$ cat src/xcvr_csr_defines.svh
/*
 * Register map, bit offsets, widths and fixed ID values of the channel CSR block.
 * Include wherever an address, an offset or a width is needed.
 */
`ifndef XCVR_CSR_DEFINES_SVH
`define XCVR_CSR_DEFINES_SVH

// Bus widths and resync depth
`define CSR_ADDR_W                 4
`define CSR_DATA_W                 16
`define CSR_SYNC_STAGES            2

// ********************
// Register addresses
`define CSR_ADDR_DUMMY             4'd0
`define CSR_ADDR_OC                4'd2
`define CSR_ADDR_PRBS              4'd3
`define CSR_ADDR_SLPBK             4'd6
`define CSR_ADDR_STATUS            4'd7
`define CSR_ADDR_ID                4'd8
`define CSR_ADDR_RSTCTL            4'd10

// ********************
// Bit offsets inside each register
`define CSR_DUMMY_OFST             0
`define CSR_OC_CALEN_OFST          0
`define CSR_OC_CALDONE_OFST        1
`define CSR_PRBS_CLR_OFST          0
`define CSR_PRBS_8G_ERR_OFST       1
`define CSR_PRBS_8G_DONE_OFST      2
`define CSR_PRBS_10G_ERR_OFST      3
`define CSR_PRBS_10G_DONE_OFST     4
`define CSR_SLPBK_EN_OFST          0
`define CSR_STATUS_PLL_LOCKED_OFST 0
`define CSR_STATUS_LOCK_FLAG_OFST  1
`define CSR_STATUS_TX_DIG_RST_OFST 2
`define CSR_STATUS_RX_DIG_RST_OFST 3
`define CSR_RSTCTL_TX_OVR_OFST     0
`define CSR_RSTCTL_TX_DIG_VAL_OFST 1
`define CSR_RSTCTL_RX_OVR_OFST     2
`define CSR_RSTCTL_RX_DIG_VAL_OFST 3
`define CSR_RSTCTL_RX_ANA_VAL_OFST 4
`define CSR_ID_TX_OFST             0
`define CSR_ID_RX_OFST             1
`define CSR_ID_ATT_OFST            2
`define CSR_ID_PLL_TYPE_OFST       3
`define CSR_ID_PLL_TYPE_W          2

// Fixed channel configuration of TX and RX with a CMU PLL and no ATT
`define CSR_ID_TX_VAL              1'b1
`define CSR_ID_RX_VAL              1'b1
`define CSR_ID_ATT_VAL             1'b0
`define CSR_ID_PLL_TYPE_VAL        2'd1

`endif

$ cat src/xcvr_csr_pkg.sv
/*
 * Types shared by the channel CSR modules: bus words, write strobes,
 * and the control and status bundles passed between blocks.
 */
`include "xcvr_csr_defines.svh"

package xcvr_csr_pkg;

  typedef logic [`CSR_ADDR_W-1:0] csr_addr_t;
  typedef logic [`CSR_DATA_W-1:0] csr_data_t;

  // One strobe per writable register
  typedef struct packed {
    logic dummy;
    logic oc;
    logic prbs;
    logic slpbk;
    logic status;
    logic rstctl;
  } csr_wr_sel_t;

  // ********************
  // Control register bits
  typedef struct packed {
    logic spare;
    logic dummy;
    logic hardoccalen;
    logic prbs_err_clr;
    logic seriallpbken;
    logic tx_rst_ovr;
    logic tx_digital_rst_n_val;
    logic rx_rst_ovr;
    logic rx_digital_rst_n_val;
    logic rx_analog_rst_n_val;
  } xcvr_ctrl_t;

  // Raw channel status asynchronous to av_clk
  typedef struct packed {
    logic hardoccaldone;
    logic prbs_8g_done;
    logic prbs_8g_err;
    logic prbs_10g_done;
    logic prbs_10g_err;
    logic pll_locked;
    logic tx_digital_reset;
    logic rx_digital_reset;
  } xcvr_stat_in_t;

  // Resynchronized status plus the sticky lock flag
  typedef struct packed {
    xcvr_stat_in_t sync;
    logic          pll_locked_flag;
  } xcvr_stat_t;

endpackage

$ cat src/csr_access.sv
/*
 * Host side of the CSR block. Turns the write address into one strobe per
 * register and returns the addressed word one cycle after av_read.
 */
`timescale 1ns/1ps
`include "xcvr_csr_defines.svh"

module csr_access (
  input  logic                     av_clk,
  input  logic                     av_reset,
  input  xcvr_csr_pkg::csr_addr_t  av_address,
  input  logic                     av_write,
  input  logic                     av_read,
  input  xcvr_csr_pkg::xcvr_ctrl_t ctrl,
  input  xcvr_csr_pkg::xcvr_stat_t stat,
  output xcvr_csr_pkg::csr_wr_sel_t wr_sel,
  output xcvr_csr_pkg::csr_data_t  av_readdata
);
  import xcvr_csr_pkg::*;

  csr_data_t rd_dummy;
  csr_data_t rd_oc;
  csr_data_t rd_prbs;
  csr_data_t rd_slpbk;
  csr_data_t rd_status;
  csr_data_t rd_id;
  csr_data_t rd_rstctl;

  // ********************
  // Write strobes qualified by av_write
  assign wr_sel.dummy  = av_write && (av_address == `CSR_ADDR_DUMMY);
  assign wr_sel.oc     = av_write && (av_address == `CSR_ADDR_OC);
  assign wr_sel.prbs   = av_write && (av_address == `CSR_ADDR_PRBS);
  assign wr_sel.slpbk  = av_write && (av_address == `CSR_ADDR_SLPBK);
  assign wr_sel.status = av_write && (av_address == `CSR_ADDR_STATUS);
  assign wr_sel.rstctl = av_write && (av_address == `CSR_ADDR_RSTCTL);

  // ********************
  // Readback words with unlisted bits left at zero
  always_comb begin
    rd_dummy  = '0;
    rd_oc     = '0;
    rd_prbs   = '0;
    rd_slpbk  = '0;
    rd_status = '0;
    rd_id     = '0;
    rd_rstctl = '0;

    rd_dummy[`CSR_DUMMY_OFST]               = ctrl.dummy;
    rd_oc[`CSR_OC_CALEN_OFST]               = ctrl.hardoccalen;
    rd_oc[`CSR_OC_CALDONE_OFST]             = stat.sync.hardoccaldone;
    rd_prbs[`CSR_PRBS_CLR_OFST]             = ctrl.prbs_err_clr;
    rd_prbs[`CSR_PRBS_8G_ERR_OFST]          = stat.sync.prbs_8g_err;
    rd_prbs[`CSR_PRBS_8G_DONE_OFST]         = stat.sync.prbs_8g_done;
    rd_prbs[`CSR_PRBS_10G_ERR_OFST]         = stat.sync.prbs_10g_err;
    rd_prbs[`CSR_PRBS_10G_DONE_OFST]        = stat.sync.prbs_10g_done;
    rd_slpbk[`CSR_SLPBK_EN_OFST]            = ctrl.seriallpbken;
    rd_status[`CSR_STATUS_PLL_LOCKED_OFST]  = stat.sync.pll_locked;
    rd_status[`CSR_STATUS_LOCK_FLAG_OFST]   = stat.pll_locked_flag;
    rd_status[`CSR_STATUS_TX_DIG_RST_OFST]  = stat.sync.tx_digital_reset;
    rd_status[`CSR_STATUS_RX_DIG_RST_OFST]  = stat.sync.rx_digital_reset;
    rd_rstctl[`CSR_RSTCTL_TX_OVR_OFST]      = ctrl.tx_rst_ovr;
    rd_rstctl[`CSR_RSTCTL_TX_DIG_VAL_OFST]  = ctrl.tx_digital_rst_n_val;
    rd_rstctl[`CSR_RSTCTL_RX_OVR_OFST]      = ctrl.rx_rst_ovr;
    rd_rstctl[`CSR_RSTCTL_RX_DIG_VAL_OFST]  = ctrl.rx_digital_rst_n_val;
    rd_rstctl[`CSR_RSTCTL_RX_ANA_VAL_OFST]  = ctrl.rx_analog_rst_n_val;

    // Channel identity, fixed at build time
    rd_id[`CSR_ID_TX_OFST]  = `CSR_ID_TX_VAL;
    rd_id[`CSR_ID_RX_OFST]  = `CSR_ID_RX_VAL;
    rd_id[`CSR_ID_ATT_OFST] = `CSR_ID_ATT_VAL;
    rd_id[`CSR_ID_PLL_TYPE_OFST +: `CSR_ID_PLL_TYPE_W] = `CSR_ID_PLL_TYPE_VAL;
  end

  // Registered read mux that returns zero without av_read
  always_ff @(posedge av_clk or posedge av_reset) begin
    if (av_reset) begin
      av_readdata <= '0;
    end else if (!av_read) begin
      av_readdata <= '0;
    end else begin
      case (av_address)
        `CSR_ADDR_DUMMY:  av_readdata <= rd_dummy;
        `CSR_ADDR_OC:     av_readdata <= rd_oc;
        `CSR_ADDR_PRBS:   av_readdata <= rd_prbs;
        `CSR_ADDR_SLPBK:  av_readdata <= rd_slpbk;
        `CSR_ADDR_STATUS: av_readdata <= rd_status;
        `CSR_ADDR_ID:     av_readdata <= rd_id;
        `CSR_ADDR_RSTCTL: av_readdata <= rd_rstctl;
        default:          av_readdata <= '0;
      endcase
    end
  end

endmodule

$ cat src/xcvr_ctrl_regs.sv
/*
 * Writable control bits of the channel. Each register loads its bits from
 * av_writedata on its strobe; the bundle drives the channel controls.
 */
`timescale 1ns/1ps
`include "xcvr_csr_defines.svh"

module xcvr_ctrl_regs (
  input  logic                      av_clk,
  input  logic                      av_reset,
  input  xcvr_csr_pkg::csr_wr_sel_t wr_sel,
  input  xcvr_csr_pkg::csr_data_t   av_writedata,
  output xcvr_csr_pkg::xcvr_ctrl_t  ctrl
);
  import xcvr_csr_pkg::*;

  xcvr_ctrl_t ctrl_q;

  always_ff @(posedge av_clk or posedge av_reset) begin
    if (av_reset) begin
      ctrl_q <= '0;
    end else begin
      // ********************
      // DUMMY scratch bit
      if (wr_sel.dummy) begin
        ctrl_q.dummy <= av_writedata[`CSR_DUMMY_OFST];
      end

      // Offset cancellation enable
      if (wr_sel.oc) begin
        ctrl_q.hardoccalen <= av_writedata[`CSR_OC_CALEN_OFST];
      end

      // PRBS error counter clear
      if (wr_sel.prbs) begin
        ctrl_q.prbs_err_clr <= av_writedata[`CSR_PRBS_CLR_OFST];
      end

      // Serial loopback
      if (wr_sel.slpbk) begin
        ctrl_q.seriallpbken <= av_writedata[`CSR_SLPBK_EN_OFST];
      end

      // ********************
      // TX and RX reset overrides loaded together
      if (wr_sel.rstctl) begin
        ctrl_q.tx_rst_ovr           <= av_writedata[`CSR_RSTCTL_TX_OVR_OFST];
        ctrl_q.tx_digital_rst_n_val <= av_writedata[`CSR_RSTCTL_TX_DIG_VAL_OFST];
        ctrl_q.rx_rst_ovr           <= av_writedata[`CSR_RSTCTL_RX_OVR_OFST];
        ctrl_q.rx_digital_rst_n_val <= av_writedata[`CSR_RSTCTL_RX_DIG_VAL_OFST];
        ctrl_q.rx_analog_rst_n_val  <= av_writedata[`CSR_RSTCTL_RX_ANA_VAL_OFST];
      end

      // Spare bit has no writer and holds its reset value
      ctrl_q.spare <= 1'b0;
    end
  end

  assign ctrl = ctrl_q;

endmodule

$ cat src/xcvr_status_sync.sv
/*
 * Brings the channel status inputs into the av_clk domain and keeps the
 * sticky PLL-locked flag. Output is valid CSR_SYNC_STAGES cycles after input.
 */
`timescale 1ns/1ps
`include "xcvr_csr_defines.svh"

module xcvr_status_sync (
  input  logic                        av_clk,
  input  logic                        av_reset,
  input  xcvr_csr_pkg::xcvr_stat_in_t stat_in,
  input  logic                        wr_status,
  input  xcvr_csr_pkg::csr_data_t     av_writedata,
  output xcvr_csr_pkg::xcvr_stat_t    stat
);
  import xcvr_csr_pkg::*;

  xcvr_stat_in_t sync_q [`CSR_SYNC_STAGES];
  logic          locked_flag_q;

  // ********************
  // Resync chain for all status bits in parallel
  always_ff @(posedge av_clk or posedge av_reset) begin
    if (av_reset) begin
      for (int i = 0; i < `CSR_SYNC_STAGES; i++) begin
        sync_q[i] <= '0;
      end
    end else begin
      sync_q[0] <= stat_in;
      for (int i = 1; i < `CSR_SYNC_STAGES; i++) begin
        sync_q[i] <= sync_q[i-1];
      end
    end
  end

  // ********************
  // Sticky lock flag
  // Host write wins over a loss of lock in the same cycle
  always_ff @(posedge av_clk or posedge av_reset) begin
    if (av_reset) begin
      locked_flag_q <= 1'b0;
    end else if (wr_status) begin
      locked_flag_q <= av_writedata[`CSR_STATUS_LOCK_FLAG_OFST];
    end else if (!sync_q[`CSR_SYNC_STAGES-1].pll_locked) begin
      locked_flag_q <= 1'b0;
    end
  end

  assign stat.sync            = sync_q[`CSR_SYNC_STAGES-1];
  assign stat.pll_locked_flag = locked_flag_q;

endmodule

$ cat src/xcvr_csr_top.sv
/*
 * CSR block of one transceiver channel, reached over a 4-bit address,
 * 16-bit data Avalon-MM port with fixed one-cycle read latency.
 */
`timescale 1ns/1ps

module xcvr_csr_top (
  // Avalon-MM slave
  input  logic                      av_clk,
  input  logic                      av_reset,
  input  xcvr_csr_pkg::csr_data_t   av_writedata,
  input  xcvr_csr_pkg::csr_addr_t   av_address,
  input  logic                      av_write,
  input  logic                      av_read,
  output xcvr_csr_pkg::csr_data_t   av_readdata,
  // Channel status
  input  logic                      hardoccaldone,
  input  logic                      pcs_8g_prbs_done,
  input  logic                      pcs_8g_prbs_err,
  input  logic                      pcs_10g_prbs_done,
  input  logic                      pcs_10g_prbs_err,
  input  logic                      stat_pll_locked,
  input  logic                      stat_tx_digital_reset,
  input  logic                      stat_rx_digital_reset,
  // Channel controls
  output logic                      hardoccalen,
  output logic                      pcs_10g_prbs_err_clr,
  output logic                      seriallpbken,
  output logic                      tx_rst_ovr,
  output logic                      tx_digital_rst_n_val,
  output logic                      rx_rst_ovr,
  output logic                      rx_digital_rst_n_val,
  output logic                      rx_analog_rst_n_val
);
  import xcvr_csr_pkg::*;

  csr_wr_sel_t   wr_sel;
  xcvr_ctrl_t    ctrl;
  xcvr_stat_in_t stat_in;
  xcvr_stat_t    stat;

  // Gather raw status into one bundle
  assign stat_in.hardoccaldone    = hardoccaldone;
  assign stat_in.prbs_8g_done     = pcs_8g_prbs_done;
  assign stat_in.prbs_8g_err      = pcs_8g_prbs_err;
  assign stat_in.prbs_10g_done    = pcs_10g_prbs_done;
  assign stat_in.prbs_10g_err     = pcs_10g_prbs_err;
  assign stat_in.pll_locked       = stat_pll_locked;
  assign stat_in.tx_digital_reset = stat_tx_digital_reset;
  assign stat_in.rx_digital_reset = stat_rx_digital_reset;

  csr_access u_access (
    .av_clk      (av_clk),
    .av_reset    (av_reset),
    .av_address  (av_address),
    .av_write    (av_write),
    .av_read     (av_read),
    .ctrl        (ctrl),
    .stat        (stat),
    .wr_sel      (wr_sel),
    .av_readdata (av_readdata)
  );

  xcvr_ctrl_regs u_ctrl (
    .av_clk       (av_clk),
    .av_reset     (av_reset),
    .wr_sel       (wr_sel),
    .av_writedata (av_writedata),
    .ctrl         (ctrl)
  );

  xcvr_status_sync u_status (
    .av_clk       (av_clk),
    .av_reset     (av_reset),
    .stat_in      (stat_in),
    .wr_status    (wr_sel.status),
    .av_writedata (av_writedata),
    .stat         (stat)
  );

  // ********************
  // Control bundle onto the channel pins
  assign hardoccalen          = ctrl.hardoccalen;
  assign pcs_10g_prbs_err_clr = ctrl.prbs_err_clr;
  assign seriallpbken         = ctrl.seriallpbken;
  assign tx_rst_ovr           = ctrl.tx_rst_ovr;
  assign tx_digital_rst_n_val = ctrl.tx_digital_rst_n_val;
  assign rx_rst_ovr           = ctrl.rx_rst_ovr;
  assign rx_digital_rst_n_val = ctrl.rx_digital_rst_n_val;
  assign rx_analog_rst_n_val  = ctrl.rx_analog_rst_n_val;

endmodule

$ cat config.mk
export PLATFORM = sky130hd
export DESIGN_NAME = xcvr_csr_top
export DESIGN_NICKNAME = d
export VERILOG_FILES = /design/src/xcvr_csr_pkg.sv /design/src/csr_access.sv /design/src/xcvr_ctrl_regs.sv /design/src/xcvr_status_sync.sv /design/src/xcvr_csr_top.sv
export VERILOG_INCLUDE_DIRS = /design/src
export SDC_FILE = /design/constraint.sdc
export NUM_CORES = 1
export LEC_CHECK = 0
export BUFFER_PORTS_ARGS = -buffer_cell sky130_fd_sc_hd__buf_2
export CAP_MARGIN = 10
export CORE_MARGIN = 2
export CORE_UTILIZATION = 40
export CTS_BUF_LIST = sky130_fd_sc_hd__clkbuf_2
export DETAILED_ROUTE_END_ITERATION = 12
export PLACE_DENSITY = 0.72
export SYNTH_ARGS = -nofsm -noshare
export SYNTH_HDL_FRONTEND = slang
export SYNTH_SLANG_ARGS = --single-unit
$ cat constraint.sdc
create_clock -name av_clk -period 1.13 [get_ports av_clk]
set_clock_uncertainty 0.05 [all_clocks]
set_input_delay 0.339 -clock av_clk [delete_from_list [all_inputs] [get_ports av_clk]]
set_output_delay 0.339 -clock av_clk [all_outputs]
set_load 0.02 [all_outputs]
== Yosys cells after proc, flatten, opt, wreduce, memory -nomap -nowiden ==
Index checks and enable logic that the tools add are counted.
Storage, ports and cells
  bits in registers: 42
  bits in latches: 0
  RAM bits: 0
  bits in read-only memories: 0
  output and inout port bits: 24
  logic and storage cells: 45
  memories kept: 0
Operators by class
  $add $sub $neg: 0
  multipliers: 0
  divide/modulo/power cells: 0
  order comparisons: 0
  equality and inequality tests: 7
  shifts and indexed selects: 0
  mux-type cells: 4
  bitwise logic cells: 0
  reductions and logical operators: 7
Operator list (number)
  case mux 5 bit (7 select lines): 1
  2-to-1 mux 16 bit: 1
  == test 4 x 2 -> 1 bit (second input constant): 2
  == test 4 x 3 -> 1 bit (second input constant): 2
  == test 4 bit (second input constant): 2
  logical AND 1 bit: 6
  zero test 4 bit: 1
  2-to-1 mux 1 bit: 2
  inequality test 2 x 1 -> 1 bit (second input constant): 1

== Longest topological paths before layout ==
Gate-level depths: netlist of run 1.
  depth after elaboration: 3
  gate-level depth with buffers: 5
  depth with buffers taken out: 4

== Cells and area by module ==
A second synthesis of run 1 with hierarchy kept.
Second synthesis, totals
  cell total of the unflattened synthesis: 116
  area total of the unflattened synthesis: 1413.9 um^2
Modules (own cells, without submodules)
  csr_access: instances 1, cells each 65, area an instance 563.0 um^2, seq. area each 125.1 um^2
  xcvr_status_sync: instances 1, cells each 30, area an instance 509.2 um^2, seq. area each 425.4 um^2
  xcvr_ctrl_regs: instances 1, cells each 21, area an instance 341.6 um^2, seq. area each 225.2 um^2

== Worst setup path before layout of run 1 ==
Ideal clock, no wire load.
  path kind: input to register
  start point: in av_address[2]
  end point: reg, netlist name u_ctrl.ctrl[0]
  library setup time: 125 ps
  data arrival time: 1255 ps
  data required time: 955 ps
  setup slack: -300 ps
  cell stages on the path: 5
  cell sequence: buf_2 -> nor2_4 -> and4_4 -> buf_6 -> mux2_4
On the way
  cells in the longest elaborated chain, start to end: 2
RTL lines
  from (decl): line xcvr_csr_top.sv:12  | input xcvr_csr_pkg::csr_addr_t av_address,
  == test 4 bit (no source line)
  logical AND 1 bit: line csr_access.sv:36  | assign wr_sel.rstctl = av_write && (av_address == `CSR_ADDR_RSTCTL);
Every way passes these cells.
A chain may end at the register's enable or synchronous reset.

== Worst setup path in the final report of run 1 ==
  start point: reg u_ctrl.ctrl_q, in the netlist u_ctrl.ctrl[6]
  end point: out pcs_10g_prbs_err_clr
RTL lines
  from (decl): line xcvr_ctrl_regs.sv:17  | xcvr_ctrl_t ctrl_q;
  to (decl): line xcvr_csr_top.sv:27  | output logic pcs_10g_prbs_err_clr,
No word-level cell between the ends.

==> results of run 1 <==
==> synth_stat cells (3+ instances only) <==
cell / n
buf_2: 3
nor3_1: 4
nand2_1: 5
nand2b_1: 3
nand3_1: 3
nor2b_1: 3
buf_4: 11
o21ai_0: 3
dfrtp_1: 31
mux2_2: 4
mux2_4: 5
==> registers in the layout, summed over array words and instances, names as in the netlist <==
name                    cells
u_ctrl.ctrl                 9
u_status.stat               8
u_status.locked_flag_q      1
u_access.av_readdata        5
u_status.sync_q             8
==> path summary, 6_finish.rpt <==
kind                                            to                start  cells after the start
setup / recovery              pcs_10g_prbs_err_clr       u_ctrl.ctrl[6]                      1
hold / removal                      u_ctrl.ctrl[1]      av_writedata[3]                      2
setup reg to reg           u_access.av_readdata[0]       u_ctrl.ctrl[6]                      5
hold reg to reg                   u_status.stat[3]  u_status.sync_q[10]                      0
max in group asynchronous  u_access.av_readdata[3]             av_reset                      4
min in group asynchronous           u_ctrl.ctrl[8]             av_reset                      4
==> layout make-up <==
class / instances / area share
Clock buffer: 5 / 0.0135
Clock inverter: 3 / 0.0108
Inverter: 1 / 0.00203
Multi-Input combinational cell: 63 / 0.256
Sequential cell: 31 / 0.420
Tap cell: 44 / 0.0298
Timing Repair Buffer: 61 / 0.268
==> metal layers <==
metal  vias up  share of wire
li1        451              -
met1       456           0.39
met2        35           0.55
met3         6          0.045
met4         0          0.018
met5         -              0
==> worst reg2reg max path: stages, from the launching register on <==
cell and delay (ps):
dfrtp_2 450, buf_6 120, nor2b_4 110, a32o_1 200, o21ai_1 130, a21oi_1 80
==> metrics by stage <==
step                total power, mW   util  setup WS [ps]  cells  hold WS, ps
finish                         2.52  0.606           -207    208          143
global route                   2.67  0.606           -272    208         94.5
CTS                            2.50  0.591           -226    208          117
detailed placement             1.80  0.510           -268    186          288
global placement               1.78  0.510           -233    186          283
floorplan                      1.64      -           -247    110          281
==> power groups by stage <==
stage                     combinational (mW)  sequential, mW  clock, mW
after global placement                 0.486            1.30          0
after global routing                   0.754            1.30      0.620
after detailed placement               0.496            1.30          0
after CTS                              0.663            1.28      0.559
after floorplan                        0.260            1.38          0
final                                  0.705            1.28      0.531
==> cells by family after synthesis <==
group	Yosys count	synth area share
buf+inv	16	0.0875
compound gates	13	0.0690
flops	31	0.603
simple gates	28	0.129
other cells	1	0.00291
mux	11	0.109
==> repair_timing <==
action | in CTS | in global routing
pin swaps | 0 | 5
gates cloned | 0 | 0
hold endpoints to repair | 39 | 0
setup buffers | 5 | 1
endpoints found under the setup margin | 14 | 16
hold buffers | 9 | 0
gates resized for setup | 24 | 7
==> results.json, run 1 <==
{
  "net_switching_component_of_the_power_mw": 0.759,
  "worst_ep_arrival_time_ps": 950,
  "critical_path_class": "reg -> out",
  "maxSlewViolCount": 0,
  "cellInternalPower_mw": 1.76,
  "hpwl_dp_mm": 1.76,
  "flow.area_growth_from_synthesis_pct": 43.6,
  "multi_input_comb_area_um2": 473,
  "layout.cells.most_common": "dfrtp_1",
  "die-area_mm2": 0.00369,
  "finalSetupTns_ps": -2390,
  "share_of_post_route_cells_with_drive_strength_above_1": 0.470,
  "seq_power_share": 0.509,
  "max_freq_mhz": 748,
  "detail_route.iter0.violations": 16,
  "dominantRegCellSynth": "dfrtp_1",
  "clock_tree.root_cell": "clkbuf_2",
  "critPathCaptureType": "output pin",
  "die_y_um": 60.7,
  "route.final.wire_length_mm": 2.49,
  "drt_first_pass_iters": 4,
  "synth-edff-count": 0,
  "worst_hold_path_type": "in -> reg",
  "power_frac_clock": 0.211,
  "detail_route.drc_violations": 0,
  "async_flop_share": 1.00,
  "irDropWorstVdd_mv": 0.771,
  "p_per_area_mw_per_mm2": 1360,
  "finish.net_count": 195,
  "grt_usage": 0.151,
  "cts_tree": "done",
  "worst-endpoint-required_ps": 740,
  "synth.cell_area_mm2": 0.00129,
  "postPlaceCellArea_mm2": 0.00156,
  "floorplan.die.width_um": 60.7,
  "initial_antenna_violation_count": 0,
  "critPathSlowestCell": "dfrtp_2",
  "comb_power_share": 0.280,
  "fillers": 243,
  "global_route.usage.met2": 0.272,
  "syn-instance-count": 100,
  "io_pins": 56,
  "synth.lib_cells_used.distinct": 29,
  "fin_ws_ps": -207,
  "port_buffers": 33,
  "clock_sinks": 31,
  "clock_latency_ps": 370,
  "grtUsageMet3": 0.0448,
  "final-seq-area_um2": 777,
  "number_of_failing_setup_endpoints_in_the_final_timing_report": 15,
  "num_rows": 20,
  "area_leader_netlist": "dfrtp_1",
  "worst_setup_hold_path_clk_slew_ps": 160,
  "setup_repair_after_global_routing_missed_its_margin": "true",
  "cts-root-to-sink-buffers": 2,
  "cts_made_buffers": 5,
  "number_of_register_bits_inferred_by_synthesis": 31,
  "start_util": 0.422,
  "h_tree_lvl_count": 2,
  "post_synth_main_area_contributors": "dfrtp_1 60%, buf_4 6.4%, mux2_4 5.8%",
  "post_drt_via_cell_ratio": 4.56,
  "timing.reg2reg.setup_slack_ps": -100,
  "static-leakage-power_nw": 0.890,
  "path_delay_family": "flip-flops",
  "grt-busiest-layer": "met2",
  "timing.final.hold_violations": 0,
  "grt_max_degree": 32,
  "grt_pass1_vias": 916,
  "period_share": 1.18,
  "worst_path_largest_cell_delay_ps": 450,
  "final_cell_area_mm2": 0.00185,
  "drv_cap": 0,
  "wl_per_cell_um": 12.0,
  "path_buf_inv": 1,
  "synth_seq_area_share": 0.603,
  "diodes": 0,
  "routabilityCongestion": 0.889,
  "yosysWarnings": 0,
  "postSynthAreaPerCell_um2": 12.9,
  "power.share.switching": 0.301,
  "worst_setup_path_start_kind": "flop",
  "failed_checks": "setup timing",
  "antenna_left": 0,
  "status": "finished, violations left",
  "groute.layer.met1.usage": 0.152,
  "finalCriticalPeriod_ps": 1340,
  "cp_cell_sequence": "buf_6",
  "timing.critical_path.fanout_max": 2,
  "gr-total-overflow": 0,
  "grt_first_pass_wirelength_mm": 3.87,
  "core_footprint_mm2": 0.00305,
  "yosys.area.top_type_share": 0.603,
  "route.vias.total": 948,
  "layout.cells.most_common_list": "30 x dfrtp_1, 20 x buf_2, 17 x buf_4, 14 x buf_6, 11 x conb_1"
}
(Power assumes the default switching activity.)
==> inputs of run 2 (changes only) <==
--- a/config.mk
+++ b/config.mk
@@ -16,3 +16,4 @@
 export SYNTH_ARGS = -nofsm -noshare
 export SYNTH_HDL_FRONTEND = slang
 export SYNTH_SLANG_ARGS = --single-unit
+export TNS_END_PERCENT = 10
==> results.json, run 2 (same netlist as run 1, synthesis figures left out) <==
{
  "status": "finished, violations left",
  "failed_checks": "setup timing",
  "wl_per_cell_um": 12.0,
  "detail_route.iter0.violations": 37,
  "post_drt_via_cell_ratio": 4.58,
  "global_route.usage.met2": 0.247,
  "grtUsageMet3": 0.0725,
  "power_frac_clock": 0.206,
  "fillers": 268,
  "grt_usage": 0.152,
  "postPlaceCellArea_mm2": 0.00157,
  "die_y_um": 60.7,
  "final_cell_area_mm2": 0.00171,
  "timing.hold.ws_ps": 164,
  "h_tree_lvl_count": 2,
  "diodes": 0,
  "largest_reg_flops": 9,
  "timing.critical_path.fanout_max": 2,
  "cts_made_buffers": 5,
  "grt_max_degree": 32,
  "flow.area_growth_from_synthesis_pct": 32.8,
  "worst_ep_arrival_time_ps": 1010,
  "layout.cells.most_common_list": "31 x buf_2, 31 x dfrtp_1, 14 x buf_4, 11 x conb_1, 9 x dlygate4sd3_1",
  "die-area_mm2": 0.00369,
  "critPathCaptureType": "output pin",
  "clock_latency_ps": 350,
  "start_util": 0.422,
  "io_pins": 56,
  "finalSetupTns_ps": -2410,
  "seq_power_share": 0.552,
  "num_rows": 20,
  "floorplan.die.width_um": 60.7,
  "comb_power_share": 0.242,
  "number_of_failing_setup_endpoints_in_the_final_timing_report": 13,
  "core_footprint_mm2": 0.00305,
  "multi_input_comb_area_um2": 437,
  "initial_antenna_violation_count": 0,
  "finalCriticalPeriod_ps": 1400,
  "worst_setup_hold_path_clk_slew_ps": 140,
  "port_buffers": 33,
  "drt_first_pass_iters": 4,
  "worstRegToRegCells": 4,
  "irDropWorstVdd_mv": 0.825,
  "period_share": 1.24,
  "power.share.switching": 0.298,
  "share_of_post_route_cells_with_drive_strength_above_1": 0.413,
  "route.vias.total": 935,
  "finish.net_count": 192,
  "static-leakage-power_nw": 0.854,
  "grt-busiest-layer": "met2",
  "route.final.wire_length_mm": 2.45,
  "clock_sinks": 31,
  "p_per_area_mw_per_mm2": 1360,
  "cts-root-to-sink-buffers": 2,
  "timing.final.hold_violations": 0,
  "dp_slack_ps": -286,
  "fin_ws_ps": -269,
  "hpwl_dp_mm": 1.79,
  "net_switching_component_of_the_power_mw": 0.691,
  "groute.layer.met1.usage": 0.169,
  "critical_path_class": "reg -> out",
  "grt_pass1_vias": 930,
  "routabilityCongestion": 0.944,
  "worst_hold_path_type": "in -> reg",
  "min_delay_path_depth": 2,
  "gr-total-overflow": 0,
  "grt_first_pass_wirelength_mm": 3.95,
  "maxSlewViolCount": 0,
  "cellInternalPower_mw": 1.63,
  "worst-endpoint-required_ps": 740,
  "setup_repair_after_global_routing_missed_its_margin": "true",
  "clock_tree.root_cell": "clkbuf_2",
  "cts_tree": "done",
  "final-seq-area_um2": 776,
  "worst_setup_path_start_kind": "flop",
  "antenna_left": 0,
  "max_freq_mhz": 715,
  "drv_cap": 0,
  "detail_route.drc_violations": 0
}
run 2: cell types whose count changed in the layout (fill, tap and decap cells not counted), moves of 2 or more:
cell | before | now
buf_6 | 14 | 3
buf_2 | 20 | 31
clkinvlp_4 | 2 | 0
buf_4 | 17 | 14
run 2: final timing paths:
path                                            to                from  slack, ps
hold reg to reg                   u_status.stat[2]  u_status.sync_q[9]        310
min in group asynchronous           u_ctrl.ctrl[8]            av_reset        470
hold / removal                      u_ctrl.ctrl[2]     av_writedata[2]        160
max in group asynchronous      u_status.sync_q[11]            av_reset        380
setup reg to reg           u_access.av_readdata[0]      u_ctrl.ctrl[6]         10
setup / recovery              pcs_10g_prbs_err_clr      u_ctrl.ctrl[6]       -270
run 2: power groups by stage:
stage	Sequential, mW	Clock [mW]	Combinational [mW]
after floorplan	1.38	0	0.255
after global placement	1.29	0	0.499
after detailed placement	1.30	0	0.510
after CTS	1.28	0.505	0.536
after global routing	1.29	0.561	0.607
final	1.28	0.478	0.561
run 2: layout make-up:
class / instances / area share
Multi-Input combinational cell: 63 / 0.255
Clock buffer: 5 / 0.0146
Sequential cell: 31 / 0.454
Inverter: 1 / 0.00220
Timing Repair Buffer: 58 / 0.236
Tap cell: 44 / 0.0322
Clock inverter: 2 / 0.00512
run 2: what timing repair did:
action,in CTS,in global routing
gates resized for setup,4,2
endpoints found under the setup margin,14,15
setup buffers,0,0
hold buffers,2,7
pin swaps,0,2
hold endpoints to repair,32,7
run 2: worst max-delay path, cell delays in order (launching register included):
cell,delay (ps)
dfrtp_1,420
buf_6,120
buf_6,120
run 2: layer usage:
metal  up-vias  share of wire
met5         -              0
met4         0          0.013
met3         5          0.066
met2        37           0.53
met1       446           0.39
li1        447              -
run 2: stage by stage:
step / util / total power, mW / std cells
2_1_floorplan: - / 1.63 / 110
3_3_place_gp: 0.514 / 1.79 / 188
3_5_place_dp: 0.514 / 1.81 / 188
4_1_cts: 0.535 / 2.32 / 197
5_1_grt: 0.560 / 2.46 / 204
6_report: 0.560 / 2.32 / 204
